### config.mk
export PLATFORM = sky130hd
export DESIGN_NAME = uc_fabric
export DESIGN_NICKNAME = d
export VERILOG_FILES = /design/src/rtl/uc_pkg.sv /design/src/rtl/uc_cmd_decode.sv /design/src/rtl/uc_xbar.sv /design/src/rtl/uc_cfg_slice.sv /design/src/rtl/uc_clint_slice.sv /design/src/rtl/uc_fabric.sv
export SDC_FILE = /design/constraint.sdc
export NUM_CORES = 1
export LEC_CHECK = 0
export BUFFER_PORTS_ARGS = -buffer_cell sky130_fd_sc_hd__buf_2
export CAP_MARGIN = 20
export CORE_MARGIN = 5
export CORE_UTILIZATION = 35
export DETAILED_ROUTE_END_ITERATION = 8
export RECOVER_POWER = 50
export SYNTH_ARGS = -nofsm -noshare
export SYNTH_HDL_FRONTEND = slang
export SYNTH_HIERARCHICAL = 1
export SYNTH_SLANG_ARGS = --single-unit
### constraint.sdc
create_clock -name clk_i -period 12.3 [get_ports clk_i]
set_input_delay 1.23 -clock clk_i [delete_from_list [all_inputs] [get_ports clk_i]]
set_output_delay 1.23 -clock clk_i [all_outputs]
set_load 0.005 [all_outputs]
### src/rtl/uc_pkg.sv
package uc_pkg;

  localparam int paddr_width_gp = 32;
  localparam int dword_width_gp = 64;
  localparam int src_width_gp   = 1;
  localparam int num_dev_gp     = 3;
  localparam int core_id_width_gp = 8;

  localparam logic [paddr_width_gp-1:0] dram_base_gp = 32'h8000_0000;

  // Local device field of a physical address
  localparam int dev_msb_gp = 23;
  localparam int dev_lsb_gp = 20;

  localparam logic [dev_msb_gp-dev_lsb_gp:0] cfg_dev_id_gp   = 'd2;
  localparam logic [dev_msb_gp-dev_lsb_gp:0] clint_dev_id_gp = 'd1;

  // Offsets inside a device, taken from the bits below the device field
  localparam logic [dev_lsb_gp-1:0] cfg_freeze_ofs_gp  = 'h0;
  localparam logic [dev_lsb_gp-1:0] cfg_core_id_ofs_gp = 'h8;
  localparam logic [dev_lsb_gp-1:0] cfg_did_ofs_gp     = 'h10;

  localparam logic [dev_lsb_gp-1:0] clint_msip_ofs_gp     = 'h0;
  localparam logic [dev_lsb_gp-1:0] clint_mtimecmp_ofs_gp = 'h4000;
  localparam logic [dev_lsb_gp-1:0] clint_mtime_ofs_gp    = 'hBFF8;
  localparam logic [dev_lsb_gp-1:0] clint_meip_ofs_gp     = 'hC000;

  typedef enum logic
  {
    op_read  = 1'b0,
    op_write = 1'b1
  } uc_opcode_e;

  typedef enum logic [1:0]
  {
    dev_cfg   = 2'd0,
    dev_clint = 2'd1,
    dev_mem   = 2'd2
  } uc_dev_e;

  // One beat, used for both commands and responses
  typedef struct packed
  {
    uc_opcode_e                 opcode;
    logic [paddr_width_gp-1:0] addr;
    logic [src_width_gp-1:0]   src;
    logic [dword_width_gp-1:0] data;
  } uc_msg_s;

endpackage

### src/rtl/uc_cmd_decode.sv
`timescale 1ns/1ps

module uc_cmd_decode
  (
    input  logic [uc_pkg::paddr_width_gp-1:0] addr_i,
    output uc_pkg::uc_dev_e                   dst_o
  );

  logic                                             local_cmd;
  logic [uc_pkg::dev_msb_gp-uc_pkg::dev_lsb_gp:0]   dev_code;

  // Anything under the DRAM base is a local device space
  assign local_cmd = (addr_i < uc_pkg::dram_base_gp);
  assign dev_code  = addr_i[uc_pkg::dev_msb_gp:uc_pkg::dev_lsb_gp];

  always_comb
  begin
    dst_o = uc_pkg::dev_mem;
    if (local_cmd)
    begin
      if (dev_code == uc_pkg::cfg_dev_id_gp)
      begin
        dst_o = uc_pkg::dev_cfg;
      end
      else if (dev_code == uc_pkg::clint_dev_id_gp)
      begin
        dst_o = uc_pkg::dev_clint;
      end
      // unmapped local codes fall through to memory
    end
  end

endmodule

### src/rtl/uc_xbar.sv
`timescale 1ns/1ps

module uc_xbar
  #(
    parameter int num_src_p = 2,
    parameter int num_dst_p = 3,
    parameter int lg_src_lp = (num_src_p > 1) ? $clog2(num_src_p) : 1,
    parameter int lg_dst_lp = (num_dst_p > 1) ? $clog2(num_dst_p) : 1
  )
  (
    input  logic                                 clk_i,
    input  logic                                 rst_i,

    input  uc_pkg::uc_msg_s [num_src_p-1:0]      src_msg_i,
    input  logic [num_src_p-1:0]                 src_v_i,
    input  logic [num_src_p-1:0][lg_dst_lp-1:0]  src_dst_i,
    output logic [num_src_p-1:0]                 src_ready_o,

    output uc_pkg::uc_msg_s [num_dst_p-1:0]      dst_msg_o,
    output logic [num_dst_p-1:0]                 dst_v_o,
    input  logic [num_dst_p-1:0]                 dst_ready_i
  );

  logic [num_dst_p-1:0][num_src_p-1:0] grant_all;

  for (genvar j = 0; j < num_dst_p; j++)
  begin : sink
    logic [num_src_p-1:0] req;
    logic [num_src_p-1:0] grant;
    logic [lg_src_lp-1:0] ptr_r;
    logic [lg_src_lp-1:0] win;
    logic                 found;

    for (genvar i = 0; i < num_src_p; i++)
    begin : req_bit
      assign req[i] = src_v_i[i] & (src_dst_i[i] == lg_dst_lp'(j));
    end

    // Search upward from the pointer, wrapping at the last source
    always_comb
    begin
      int idx;
      grant = '0;
      win   = ptr_r;
      found = 1'b0;
      for (int k = 0; k < num_src_p; k++)
      begin
        idx = int'(ptr_r) + k;
        if (idx >= num_src_p)
        begin
          idx = idx - num_src_p;
        end
        if (!found && req[idx])
        begin
          found      = 1'b1;
          win        = lg_src_lp'(idx);
          grant[idx] = 1'b1;
        end
      end
    end

    assign grant_all[j] = grant;
    assign dst_v_o[j]   = found;
    assign dst_msg_o[j] = src_msg_i[win];

    // Pointer only moves on a completed transfer
    always_ff @(posedge clk_i)
    begin
      if (rst_i)
      begin
        ptr_r <= '0;
      end
      else if (dst_v_o[j] && dst_ready_i[j])
      begin
        ptr_r <= (win == lg_src_lp'(num_src_p-1)) ? '0 : win + 1'b1;
      end
    end

    grant_onehot_a: assert property (@(posedge clk_i) disable iff (rst_i) $onehot0(grant))
      else $error("uc_xbar: sink %0d granted more than one source", j);
  end

  // Each source targets one sink, so at most one term is set
  always_comb
  begin
    src_ready_o = '0;
    for (int j = 0; j < num_dst_p; j++)
    begin
      src_ready_o = src_ready_o | (grant_all[j] & {num_src_p{dst_ready_i[j]}});
    end
  end

endmodule

### src/rtl/uc_cfg_slice.sv
`timescale 1ns/1ps

module uc_cfg_slice
  #(
    parameter int did_width_p = 8
  )
  (
    input  logic                                 clk_i,
    input  logic                                 rst_i,
    input  logic [did_width_p-1:0]               did_i,

    input  uc_pkg::uc_msg_s                      cmd_msg_i,
    input  logic                                 cmd_v_i,
    output logic                                 cmd_ready_o,

    output uc_pkg::uc_msg_s                      resp_msg_o,
    output logic                                 resp_v_o,
    input  logic                                 resp_ready_i,

    output logic                                 freeze_o,
    output logic [uc_pkg::core_id_width_gp-1:0]  core_id_o
  );

  uc_pkg::uc_msg_s                       resp_r;
  logic                                  resp_v_r;
  logic                                  cmd_fire;
  logic                                  is_write;
  logic [uc_pkg::dev_lsb_gp-1:0]         ofs;
  logic [uc_pkg::dword_width_gp-1:0]     rdata;
  logic                                  freeze_r;
  logic [uc_pkg::core_id_width_gp-1:0]   core_id_r;

  // Accept when the response slot is free or emptying now
  assign cmd_ready_o = ~resp_v_r | resp_ready_i;
  assign cmd_fire    = cmd_v_i & cmd_ready_o;
  assign is_write    = (cmd_msg_i.opcode == uc_pkg::op_write);
  assign ofs         = cmd_msg_i.addr[uc_pkg::dev_lsb_gp-1:0];

  always_comb
  begin
    rdata = '0;
    if (!is_write)
    begin
      case (ofs)
        uc_pkg::cfg_freeze_ofs_gp:
          rdata = {{(uc_pkg::dword_width_gp-1){1'b0}}, freeze_r};
        uc_pkg::cfg_core_id_ofs_gp:
          rdata = {{(uc_pkg::dword_width_gp-uc_pkg::core_id_width_gp){1'b0}}, core_id_r};
        uc_pkg::cfg_did_ofs_gp:
          rdata = {{(uc_pkg::dword_width_gp-did_width_p){1'b0}}, did_i};
        default:
          rdata = '0;
      endcase
    end
  end

  always_ff @(posedge clk_i)
  begin
    if (rst_i)
    begin
      freeze_r  <= 1'b1;
      core_id_r <= '0;
    end
    else if (cmd_fire && is_write)
    begin
      if (ofs == uc_pkg::cfg_freeze_ofs_gp)
      begin
        freeze_r <= cmd_msg_i.data[0];
      end
      if (ofs == uc_pkg::cfg_core_id_ofs_gp)
      begin
        core_id_r <= cmd_msg_i.data[uc_pkg::core_id_width_gp-1:0];
      end
    end
  end

  always_ff @(posedge clk_i)
  begin
    if (rst_i)
    begin
      resp_v_r <= 1'b0;
    end
    else if (cmd_fire)
    begin
      resp_v_r <= 1'b1;
    end
    else if (resp_ready_i)
    begin
      resp_v_r <= 1'b0;
    end
  end

  always_ff @(posedge clk_i)
  begin
    if (cmd_fire)
    begin
      resp_r.opcode <= cmd_msg_i.opcode;
      resp_r.addr   <= cmd_msg_i.addr;
      resp_r.src    <= cmd_msg_i.src;
      resp_r.data   <= rdata;
    end
  end

  assign resp_msg_o = resp_r;
  assign resp_v_o   = resp_v_r;
  assign freeze_o   = freeze_r;
  assign core_id_o  = core_id_r;

  resp_hold_a: assert property (@(posedge clk_i) disable iff (rst_i)
    resp_v_o && !resp_ready_i |=> resp_v_o && $stable(resp_msg_o))
    else $error("uc_cfg_slice: stalled response changed");

endmodule

### src/rtl/uc_clint_slice.sv
`timescale 1ns/1ps

module uc_clint_slice
  (
    input  logic             clk_i,
    input  logic             rt_clk_i,
    input  logic             rst_i,

    input  uc_pkg::uc_msg_s  cmd_msg_i,
    input  logic             cmd_v_i,
    output logic             cmd_ready_o,

    output uc_pkg::uc_msg_s  resp_msg_o,
    output logic             resp_v_o,
    input  logic             resp_ready_i,

    output logic             timer_irq_o,
    output logic             software_irq_o,
    output logic             external_irq_o
  );

  uc_pkg::uc_msg_s                    resp_r;
  logic                               resp_v_r;
  logic                               cmd_fire;
  logic                               is_write;
  logic [uc_pkg::dev_lsb_gp-1:0]      ofs;
  logic [uc_pkg::dword_width_gp-1:0]  rdata;
  logic [2:0]                         rt_sync_r;
  logic                               rt_tick;
  logic [uc_pkg::dword_width_gp-1:0]  mtime_r;
  logic [uc_pkg::dword_width_gp-1:0]  mtimecmp_r;
  logic                               msip_r;
  logic                               meip_r;
  logic                               mtime_wr;

  assign cmd_ready_o = ~resp_v_r | resp_ready_i;
  assign cmd_fire    = cmd_v_i & cmd_ready_o;
  assign is_write    = (cmd_msg_i.opcode == uc_pkg::op_write);
  assign ofs         = cmd_msg_i.addr[uc_pkg::dev_lsb_gp-1:0];
  assign mtime_wr    = cmd_fire & is_write & (ofs == uc_pkg::clint_mtime_ofs_gp);

  // Two stages to synchronize, the third detects the rising edge
  always_ff @(posedge clk_i)
  begin
    if (rst_i)
    begin
      rt_sync_r <= '0;
    end
    else
    begin
      rt_sync_r <= {rt_sync_r[1:0], rt_clk_i};
    end
  end

  assign rt_tick = rt_sync_r[1] & ~rt_sync_r[2];

  always_ff @(posedge clk_i)
  begin
    if (rst_i)
    begin
      mtime_r    <= '0;
      mtimecmp_r <= '1;
      msip_r     <= 1'b0;
      meip_r     <= 1'b0;
    end
    else
    begin
      if (mtime_wr)
      begin
        mtime_r <= cmd_msg_i.data;
      end
      else if (rt_tick)
      begin
        mtime_r <= mtime_r + 1'b1;
      end
      if (cmd_fire && is_write)
      begin
        case (ofs)
          uc_pkg::clint_msip_ofs_gp:     msip_r     <= cmd_msg_i.data[0];
          uc_pkg::clint_mtimecmp_ofs_gp: mtimecmp_r <= cmd_msg_i.data;
          uc_pkg::clint_meip_ofs_gp:     meip_r     <= cmd_msg_i.data[0];
          default:                       msip_r     <= msip_r;
        endcase
      end
    end
  end

  always_comb
  begin
    rdata = '0;
    if (!is_write)
    begin
      case (ofs)
        uc_pkg::clint_msip_ofs_gp:
          rdata = {{(uc_pkg::dword_width_gp-1){1'b0}}, msip_r};
        uc_pkg::clint_mtimecmp_ofs_gp:
          rdata = mtimecmp_r;
        uc_pkg::clint_mtime_ofs_gp:
          rdata = mtime_r;
        uc_pkg::clint_meip_ofs_gp:
          rdata = {{(uc_pkg::dword_width_gp-1){1'b0}}, meip_r};
        default:
          rdata = '0;
      endcase
    end
  end

  always_ff @(posedge clk_i)
  begin
    if (rst_i)
    begin
      resp_v_r <= 1'b0;
    end
    else if (cmd_fire)
    begin
      resp_v_r <= 1'b1;
    end
    else if (resp_ready_i)
    begin
      resp_v_r <= 1'b0;
    end
  end

  always_ff @(posedge clk_i)
  begin
    if (cmd_fire)
    begin
      resp_r.opcode <= cmd_msg_i.opcode;
      resp_r.addr   <= cmd_msg_i.addr;
      resp_r.src    <= cmd_msg_i.src;
      resp_r.data   <= rdata;
    end
  end

  assign resp_msg_o     = resp_r;
  assign resp_v_o       = resp_v_r;
  assign timer_irq_o    = (mtime_r >= mtimecmp_r);
  assign software_irq_o = msip_r;
  assign external_irq_o = meip_r;

  // Only a software write may move mtime backwards
  mtime_mono_a: assert property (@(posedge clk_i) disable iff (rst_i)
    !mtime_wr |=> mtime_r >= $past(mtime_r))
    else $error("uc_clint_slice: mtime went backwards");

endmodule

### src/rtl/uc_fabric.sv
`timescale 1ns/1ps

module uc_fabric
  #(
    parameter int did_width_p = 8
  )
  (
    input  logic                                 clk_i,
    input  logic                                 rt_clk_i,
    input  logic                                 rst_i,
    input  logic [did_width_p-1:0]               my_did_i,

    input  uc_pkg::uc_msg_s [1:0]                req_cmd_msg_i,
    input  logic [1:0]                           req_cmd_v_i,
    output logic [1:0]                           req_cmd_ready_o,

    output uc_pkg::uc_msg_s [1:0]                req_resp_msg_o,
    output logic [1:0]                           req_resp_v_o,
    input  logic [1:0]                           req_resp_ready_i,

    output uc_pkg::uc_msg_s                      mem_cmd_msg_o,
    output logic                                 mem_cmd_v_o,
    input  logic                                 mem_cmd_ready_i,

    input  uc_pkg::uc_msg_s                      mem_resp_msg_i,
    input  logic                                 mem_resp_v_i,
    output logic                                 mem_resp_ready_o,

    output logic                                 freeze_o,
    output logic [uc_pkg::core_id_width_gp-1:0]  core_id_o,
    output logic                                 timer_irq_o,
    output logic                                 software_irq_o,
    output logic                                 external_irq_o
  );

  // Device slots follow uc_dev_e
  uc_pkg::uc_msg_s [uc_pkg::num_dev_gp-1:0]     dev_cmd_msg;
  logic [uc_pkg::num_dev_gp-1:0]                dev_cmd_v;
  logic [uc_pkg::num_dev_gp-1:0]                dev_cmd_ready;
  uc_pkg::uc_msg_s [uc_pkg::num_dev_gp-1:0]     dev_resp_msg;
  logic [uc_pkg::num_dev_gp-1:0]                dev_resp_v;
  logic [uc_pkg::num_dev_gp-1:0]                dev_resp_ready;
  logic [1:0][1:0]                              req_cmd_dst;
  logic [uc_pkg::num_dev_gp-1:0][uc_pkg::src_width_gp-1:0] dev_resp_dst;

  for (genvar p = 0; p < 2; p++)
  begin : port
    uc_cmd_decode decode
      (
        .addr_i (req_cmd_msg_i[p].addr),
        .dst_o  (req_cmd_dst[p])
      );
  end

  // Responses go home by the requester index they carry
  for (genvar d = 0; d < uc_pkg::num_dev_gp; d++)
  begin : resp_route
    assign dev_resp_dst[d] = dev_resp_msg[d].src;
  end

  uc_xbar #(.num_src_p(2), .num_dst_p(uc_pkg::num_dev_gp)) cmd_xbar
    (
      .clk_i       (clk_i),
      .rst_i       (rst_i),
      .src_msg_i   (req_cmd_msg_i),
      .src_v_i     (req_cmd_v_i),
      .src_dst_i   (req_cmd_dst),
      .src_ready_o (req_cmd_ready_o),
      .dst_msg_o   (dev_cmd_msg),
      .dst_v_o     (dev_cmd_v),
      .dst_ready_i (dev_cmd_ready)
    );

  uc_xbar #(.num_src_p(uc_pkg::num_dev_gp), .num_dst_p(2)) resp_xbar
    (
      .clk_i       (clk_i),
      .rst_i       (rst_i),
      .src_msg_i   (dev_resp_msg),
      .src_v_i     (dev_resp_v),
      .src_dst_i   (dev_resp_dst),
      .src_ready_o (dev_resp_ready),
      .dst_msg_o   (req_resp_msg_o),
      .dst_v_o     (req_resp_v_o),
      .dst_ready_i (req_resp_ready_i)
    );

  uc_cfg_slice #(.did_width_p(did_width_p)) cfg
    (
      .clk_i        (clk_i),
      .rst_i        (rst_i),
      .did_i        (my_did_i),
      .cmd_msg_i    (dev_cmd_msg[uc_pkg::dev_cfg]),
      .cmd_v_i      (dev_cmd_v[uc_pkg::dev_cfg]),
      .cmd_ready_o  (dev_cmd_ready[uc_pkg::dev_cfg]),
      .resp_msg_o   (dev_resp_msg[uc_pkg::dev_cfg]),
      .resp_v_o     (dev_resp_v[uc_pkg::dev_cfg]),
      .resp_ready_i (dev_resp_ready[uc_pkg::dev_cfg]),
      .freeze_o     (freeze_o),
      .core_id_o    (core_id_o)
    );

  uc_clint_slice clint
    (
      .clk_i          (clk_i),
      .rt_clk_i       (rt_clk_i),
      .rst_i          (rst_i),
      .cmd_msg_i      (dev_cmd_msg[uc_pkg::dev_clint]),
      .cmd_v_i        (dev_cmd_v[uc_pkg::dev_clint]),
      .cmd_ready_o    (dev_cmd_ready[uc_pkg::dev_clint]),
      .resp_msg_o     (dev_resp_msg[uc_pkg::dev_clint]),
      .resp_v_o       (dev_resp_v[uc_pkg::dev_clint]),
      .resp_ready_i   (dev_resp_ready[uc_pkg::dev_clint]),
      .timer_irq_o    (timer_irq_o),
      .software_irq_o (software_irq_o),
      .external_irq_o (external_irq_o)
    );

  // External memory sits in the last device slot
  assign mem_cmd_msg_o                   = dev_cmd_msg[uc_pkg::dev_mem];
  assign mem_cmd_v_o                     = dev_cmd_v[uc_pkg::dev_mem];
  assign dev_cmd_ready[uc_pkg::dev_mem]  = mem_cmd_ready_i;
  assign dev_resp_msg[uc_pkg::dev_mem]   = mem_resp_msg_i;
  assign dev_resp_v[uc_pkg::dev_mem]     = mem_resp_v_i;
  assign mem_resp_ready_o                = dev_resp_ready[uc_pkg::dev_mem];

endmodule

== Word-level counts from Yosys, hierarchy flattened ==
Cells that the tools add are included.

* Register bits: 347
* Latch bits: 0
* Bits in writable memories: 0
* Bits in read-only memories: 0
* Bits of input ports: 311
* Memories kept: 0

* Add/subtract/negate cells: 25
* $mul: 0
* Divide/modulo/power cells: 0
* $lt $le $gt $ge: 44
* Eq/ne operators: 15
* Shift-type cells: 0
* Muxes and demuxes: 137
* Bitwise gates (word level): 40
* Reductions and logical operators: 45

{| class="wikitable"
|+ Operators with widths
! operator !! number
|-
| $mux W98 || 8
|-
| $bmux W98 S2 || 2
|-
| $ge A32 B1 Y1 const B || 12
|-
| $mux W32 || 12
|-
| $pmux W64 S4 || 1
|-
| $ge A32 B3 Y1 const B || 7
|-
| $sub A32 B3 Y32 const B || 7
|-
| $lt A32 B3 Y1 const B || 6
|-
| $lt A32 B4 Y1 const B || 6
|-
| $mux W64 || 2
|-
| $mux W1 || 67
|-
| $add A64 B1 Y64 const B || 1
|-
| $ge A64 B64 Y1 || 1
|-
| $lt A32 B32 Y1 const B || 2
|-
| $eq A20 B16 Y1 const B || 2
|-
| $logic_not A20 Y1 || 2
|-
| $mux W2 || 20
|-
| $logic_and A1 B1 Y1 || 26
|-
| $pmux W8 S3 || 1
|-
| $eq A20 B15 Y1 const B || 1
|-
| $eq A20 B4 Y1 const B || 1
|-
| $eq A20 B5 Y1 const B || 1
|-
| $mux W3 || 6
|-
| $and A1 B1 Y1 || 17
|-
| other kinds (28) || 95
|}

== Logic depth before layout (Yosys ltp) ==
* Depth in word-level cells: 19
* Gate-level depth with buffers: 17

== Hierarchy ==
The synthesis kept the hierarchy.

{| class="wikitable"
|+ Modules (own cells, without submodules)
! module !! times used !! cells each !! area each (µm²) !! seq. area each (µm²)
|-
| uc_clint_slice || 1 || 1,164 || 11,462.2 || 5,625.4
|-
| uc_xbar at resp_xbar || 1 || 709 || 5,056.1 || 80.1
|-
| uc_xbar at cmd_xbar || 1 || 362 || 3,865.0 || 60.1
|-
| uc_cfg_slice || 1 || 182 || 2,399.8 || 1,461.4
|-
| uc_cmd_decode || 2 || 4 || 31.3 || 0.0
|}

== Least setup slack after synthesis ==
No wires, ideal clock.

* Path kind: input to register
* Start: input mem_resp_v_i
* End: register clint.msip_r, in the netlist clint/software_irq_o
* Setup time: 128 ps
* Arrival: 5,773 ps
* Required time: 12,172 ps
* Path slack: 6,399 ps
* Cell stages on the path: 13
* Path buffers: 1
* Cells stage by stage: buf_2 nand2_1 or4_1 a21o_1 nand2_1 a22oi_1 o21ai_0 nand2b_1 and2_1 nand2_1 nor4_1 mux2i_1 nor2_1

* Cells in the longest elaborated chain, start to end: 17

{| class="wikitable"
|+ Ends and longest elaborated chain
! item !! RTL line !! source
|-
| from (decl) || uc_fabric.sv:26 || <nowiki>input logic mem_resp_v_i,</nowiki>
|-
| $and A1 B1 Y1 || uc_xbar.sv:36 || <nowiki>assign req[i] = src_v_i[i] & (src_dst_i[i] == lg_dst_lp'(j));</nowiki>
|-
| $bmux W1 S2 || uc_xbar.sv:53 || <nowiki>if (!found && req[idx])</nowiki>
|-
| $mux W1 (implied by the code) (2 in a row) || uc_xbar.sv:53 ||
|-
| $mux W1 || uc_xbar.sv:53 ||
|-
| $logic_not A1 Y1 || uc_xbar.sv:53 ||
|-
| $logic_and A1 B1 Y1 || uc_xbar.sv:53 ||
|-
| $mux W1 || uc_xbar.sv:53 ||
|-
| $logic_not A1 Y1 || uc_xbar.sv:53 ||
|-
| (+3 left out) || - ||
|-
| $or A3 B3 Y3 (*) || uc_xbar.sv:89 || <nowiki>src_ready_o = src_ready_o | (grant_all[j] & {num_src_p{dst_ready_i[j]}});</nowiki>
|-
| via dev_resp_ready, one bit || uc_fabric.sv:42 || <nowiki>logic [uc_pkg::num_dev_gp-1:0] dev_resp_ready;</nowiki>
|-
| $or A1 B1 Y1 (*) || uc_clint_slice.sv:36 || <nowiki>assign cmd_ready_o = ~resp_v_r | resp_ready_i;</nowiki>
|-
| via dev_cmd_ready, one bit || uc_fabric.sv:39 || <nowiki>logic [uc_pkg::num_dev_gp-1:0] dev_cmd_ready;</nowiki>
|-
| $and A1 B1 Y1 (*) || uc_clint_slice.sv:37 || <nowiki>assign cmd_fire = cmd_v_i & cmd_ready_o;</nowiki>
|-
| via clint.cmd_fire || uc_clint_slice.sv:24 || <nowiki>logic cmd_fire;</nowiki>
|-
| $logic_and A1 B1 Y1 (*) || uc_clint_slice.sv:76 || <nowiki>if (cmd_fire && is_write)</nowiki>
|-
| $reduce_and A2 Y1 (no source line) (*) || - ||
|-
| to (signal assigned) || uc_clint_slice.sv:79 || <nowiki>uc_pkg::clint_msip_ofs_gp: msip_r <= cmd_msg_i.data[0];</nowiki>
|-
| to (signal assigned) || uc_clint_slice.sv:82 || <nowiki>default: msip_r <= msip_r;</nowiki>
|-
| to (decl) || uc_clint_slice.sv:32 || <nowiki>logic msip_r;</nowiki>
|}

Mark *: on every way through the listed nets, which the timed path passes. The rest lies on a longest branch. The select of a mux whose other input is x is not followed.
A chain may end at the register's enable or synchronous reset.

== Worst setup path in the final report ==
* Start: input mem_resp_msg_i[64] in the netlist's numbering
* End: register clint.resp_r (netlist bit clint/resp_msg_o[83]), enable pin

* Cells in the longest elaborated chain, start to end: 16

{| class="wikitable"
|+ Ends and longest elaborated chain
! item !! RTL line !! source
|-
| from (decl) || uc_fabric.sv:25 || <nowiki>input uc_pkg::uc_msg_s mem_resp_msg_i,</nowiki>
|-
| $not A1 Y1 || uc_xbar.sv:36 ||
|-
| $and A1 B1 Y1 || uc_xbar.sv:36 ||
|-
| $bmux W1 S2 || uc_xbar.sv:53 ||
|-
| $mux W1 (implied by the code) (2 in a row) || uc_xbar.sv:53 ||
|-
| $mux W1 || uc_xbar.sv:53 ||
|-
| $logic_not A1 Y1 || uc_xbar.sv:53 ||
|-
| $logic_and A1 B1 Y1 || uc_xbar.sv:53 ||
|-
| $mux W1 || uc_xbar.sv:53 ||
|-
| (+2 left out) || - ||
|-
| $mux W3 || uc_xbar.sv:53 ||
|-
| $and A3 B3 Y3 || uc_xbar.sv:89 ||
|-
| $or A3 B3 Y3 (*) || uc_xbar.sv:89 ||
|-
| via dev_resp_ready, one bit || uc_fabric.sv:42 ||
|-
| $or A1 B1 Y1 (*) || uc_clint_slice.sv:36 ||
|-
| via dev_cmd_ready, one bit || uc_fabric.sv:39 ||
|-
| $and A1 B1 Y1 (*) || uc_clint_slice.sv:37 ||
|-
| via clint.cmd_fire || uc_clint_slice.sv:24 ||
|-
| to (decl) || uc_clint_slice.sv:22 || <nowiki>uc_pkg::uc_msg_s resp_r;</nowiki>
|}

Marked as above.

==> summary.txt <==
Outcome
  • Outcome: finished, violations left
  • Failing checks: capacitance limit, slew limit

Placement
  • Area after DPL: 25,400 um2
  • Post-DP HPWL: 60,200 um
  • Placed cells: 3,667
  • GPL Wtd Cong: 0.902
  • I/O Buffers: 622

Global routing
  • First-pass GRT wire length: 120,000 um
  • Pin count of the biggest net entering global routing: 102
  • Gr usage total: 22.1%
  • Vias in the first global route: 20,300
  • Grt total ovfl: 0
  • Initial antenna violation count: 5

Critical path
  • Critical path class: primary input to flip-flop
  • FF-to-FF path depth: 11
  • Crit path largest cell delay: 2.79 ns
  • Startpoint class of the critical path: primary input
  • Crit-path cells: clkbuf_1, nand2_1, or4_1, a21o_1, nand2_1, a22oi_1, o21ai_0, nand2b_1, and2_0, clkbuf_1
  • Reg2Reg Capture Point: clint/resp_msg_o[83]
  • R2R Setup Slk: 3.99 ns
  • Crit. End Element: flip-flop
  • Worst path required time: 12.36 ns
  • Critical-path top delay cell: clkbuf_1
  • Worst R2R Start: resp_xbar/sink[1].ptr_r[0]
  • Crit-path max FO: 59
  • Worst EP arrival: 8.52 ns
  • Worst path bufs/invs: 2
  • CP top delay family: buffers and inverters

Clock tree
  • Total number of H-tree levels: 2
  • Clock sink count: 291
  • CTS Buf Count: 36
  • Clk slew on worst S/H paths: 0.05 ns
  • Post-cts resize count: 0
  • Hold buffer count at cts: 0
  • CTS tree: yes
  • Clock root cell: clkbuf_16
  • Clock Path Buffers: 3
  • Clock latency on the worst-skew pair: 0.54 ns
  • Post-CTS Setup Bufs: 0

Floorplan
  • CORE AREA: 63,000 um2
  • # IOs: 623
  • Initial Util: 35.2%
  • # rows: 92
  • Die H: 262 um
  • Die span in x: 262 um
  • Die footprint: 68,500 um2

Routing
  • Vias per cell: 5.46
  • DRC: 0
  • Antenna Nets Post-Route: 0
  • Drt wl/cell: 21.6 um
  • Initial DRC Count: 1,348
  • Drt total wl: 80,700 um
  • DR pass1 iterations: 7
  • Via count: 20,400

Cells and area
  • Layout Nets: 3,244
  • Layout Cells excl Fill: 3,737
  • Area delta synth->final: 18.9%
  • Commonest non-fill, non-tap cells in the layout: 526 x buf_2, 240 x nor2_1, 202 x mux2i_1
  • Post-layout instance area: 26,400 um2
  • Commonest non-fill, non-tap cell in the layout: buf_2
  • Fin util: 41.9%
  • Share of cells above drive strength 1: 27.7%

Timing
  • Layout Skew: 0.0145 ns
  • Final Hold Vio Count: 0
  • Final min period: 8.46 ns
  • Period utilisation layout: 68.8%
  • Worst-Margin Slew: 4.31 ns
  • Final setup vio count: 0
  • Setup tns final: 0 ns
  • RSZ-0062 raised after global routing: no
  • Final Max Tran Viols: 559
  • Fmax: 0.118 GHz
  • Max_slew headroom: -187%

Synth
  • Cells after Synth: 2,365
  • Yosys Warn Count: 6
  • Post-Syn Area: 22,200 um2
  • Mapped Avg Cell Area: 9.38 um2

Min path
  • Hold Crit Endpoint: clint/rt_sync_r[1]
  • Hold crit path type: flip-flop to flip-flop
  • Hold path depth: 1
  • Hold_sp: clint/rt_sync_r[0]

Power and ir drop
  • Cell Pwr Density: 109 nW/um2
  • Leakage: 11.7 nW
  • Total power: 0.00287 W
  • Peak supply drop: 0.0759 mV

Job
  • Number of max-cap violations: 11
==> layout make-up <==
class                           instances  area (um2)
Antenna cell                            3        7.51
Clock buffer                           50        1070
Clock inverter                         16         141
Fill cell                            6276       36600
Inverter                               80         300
Multi-Input combinational cell       1809       13400
Sequential cell                       291        7230
Tap cell                              846        1060
Timing Repair Buffer                  642        3130
==> worst max-delay path by stage <==
stage	end	start	slack [ns]	cells past startpoint
3_3_place_gp	clint/mtimecmp_r[13]	req_cmd_msg_i[85]	5.00	14
4_1_cts	clint/mtimecmp_r[11]	req_cmd_msg_i[85]	5.41	14
3_5_place_dp	clint/mtimecmp_r[11]	req_cmd_msg_i[85]	4.82	14
5_1_grt	clint/resp_msg_o[83]	mem_resp_msg_i[64]	3.18	10
6_report	clint/resp_msg_o[83]	mem_resp_msg_i[64]	3.84	10
2_1_floorplan	clint/software_irq_o	mem_resp_v_i	6.40	13
==> per-layer routing <==
metal	GRT usage (%)	routed length (um)	vias to the layer above
li1	-	-	9668
met1	29.6	35200	9921
met2	37.7	38900	702
met3	2.88	4760	98
met4	5.69	1760	4
met5	0	25	-
==> state kept, by name, indices dropped and copies added (netlist names) <==
| name | cells |
|---|---|
| clint/mtime_r | 64 |
| clint/software_irq_o | 1 |
| cmd_xbar/sink.ptr_r | 3 |
| clint/resp_msg_o | 98 |
| clint/external_irq_o | 1 |
| cfg/resp_v_o | 1 |
| clint/mtimecmp_r | 64 |
| cfg/core_id_o | 8 |
| resp_xbar/sink.ptr_r | 4 |
| clint/resp_v_o | 1 |
| clint/rt_sync_r | 3 |
| cfg/resp_msg_o | 42 |
| cfg/freeze_o | 1 |
==> power by group <==
part | internal, W | switching (W) | total (W)
combinational | 0.000321 | 0.000440 | 0.000761
clock | 0.000654 | 0.000435 | 0.00109
sequential | 0.00102 | 0.00000456 | 0.00102
==> stage by stage <==
step / worst slack [ns] / hold slack [ns]
2_1_floorplan: 6.40 / 0.414
6_report: 3.84 / 0.435
3_5_place_dp: 4.82 / 0.428
3_3_place_gp: 5.00 / 0.433
5_1_grt: 3.18 / 0.478
4_1_cts: 5.41 / 0.441
==> worst register-to-register path, cell delays in order, from the launching register on <==
cell	delay, ns
dfxtp_1	0.36
inv_1	0.12
ha_1	0.49
inv_1	0.19
or4_1	0.55
a21o_1	0.24
nand2_1	0.25
a22oi_1	0.17
o21ai_0	0.16
nand2b_1	0.25
and2_0	2.16
clkbuf_1	2.84
Note: power is estimated with default switching activity, not from simulation.
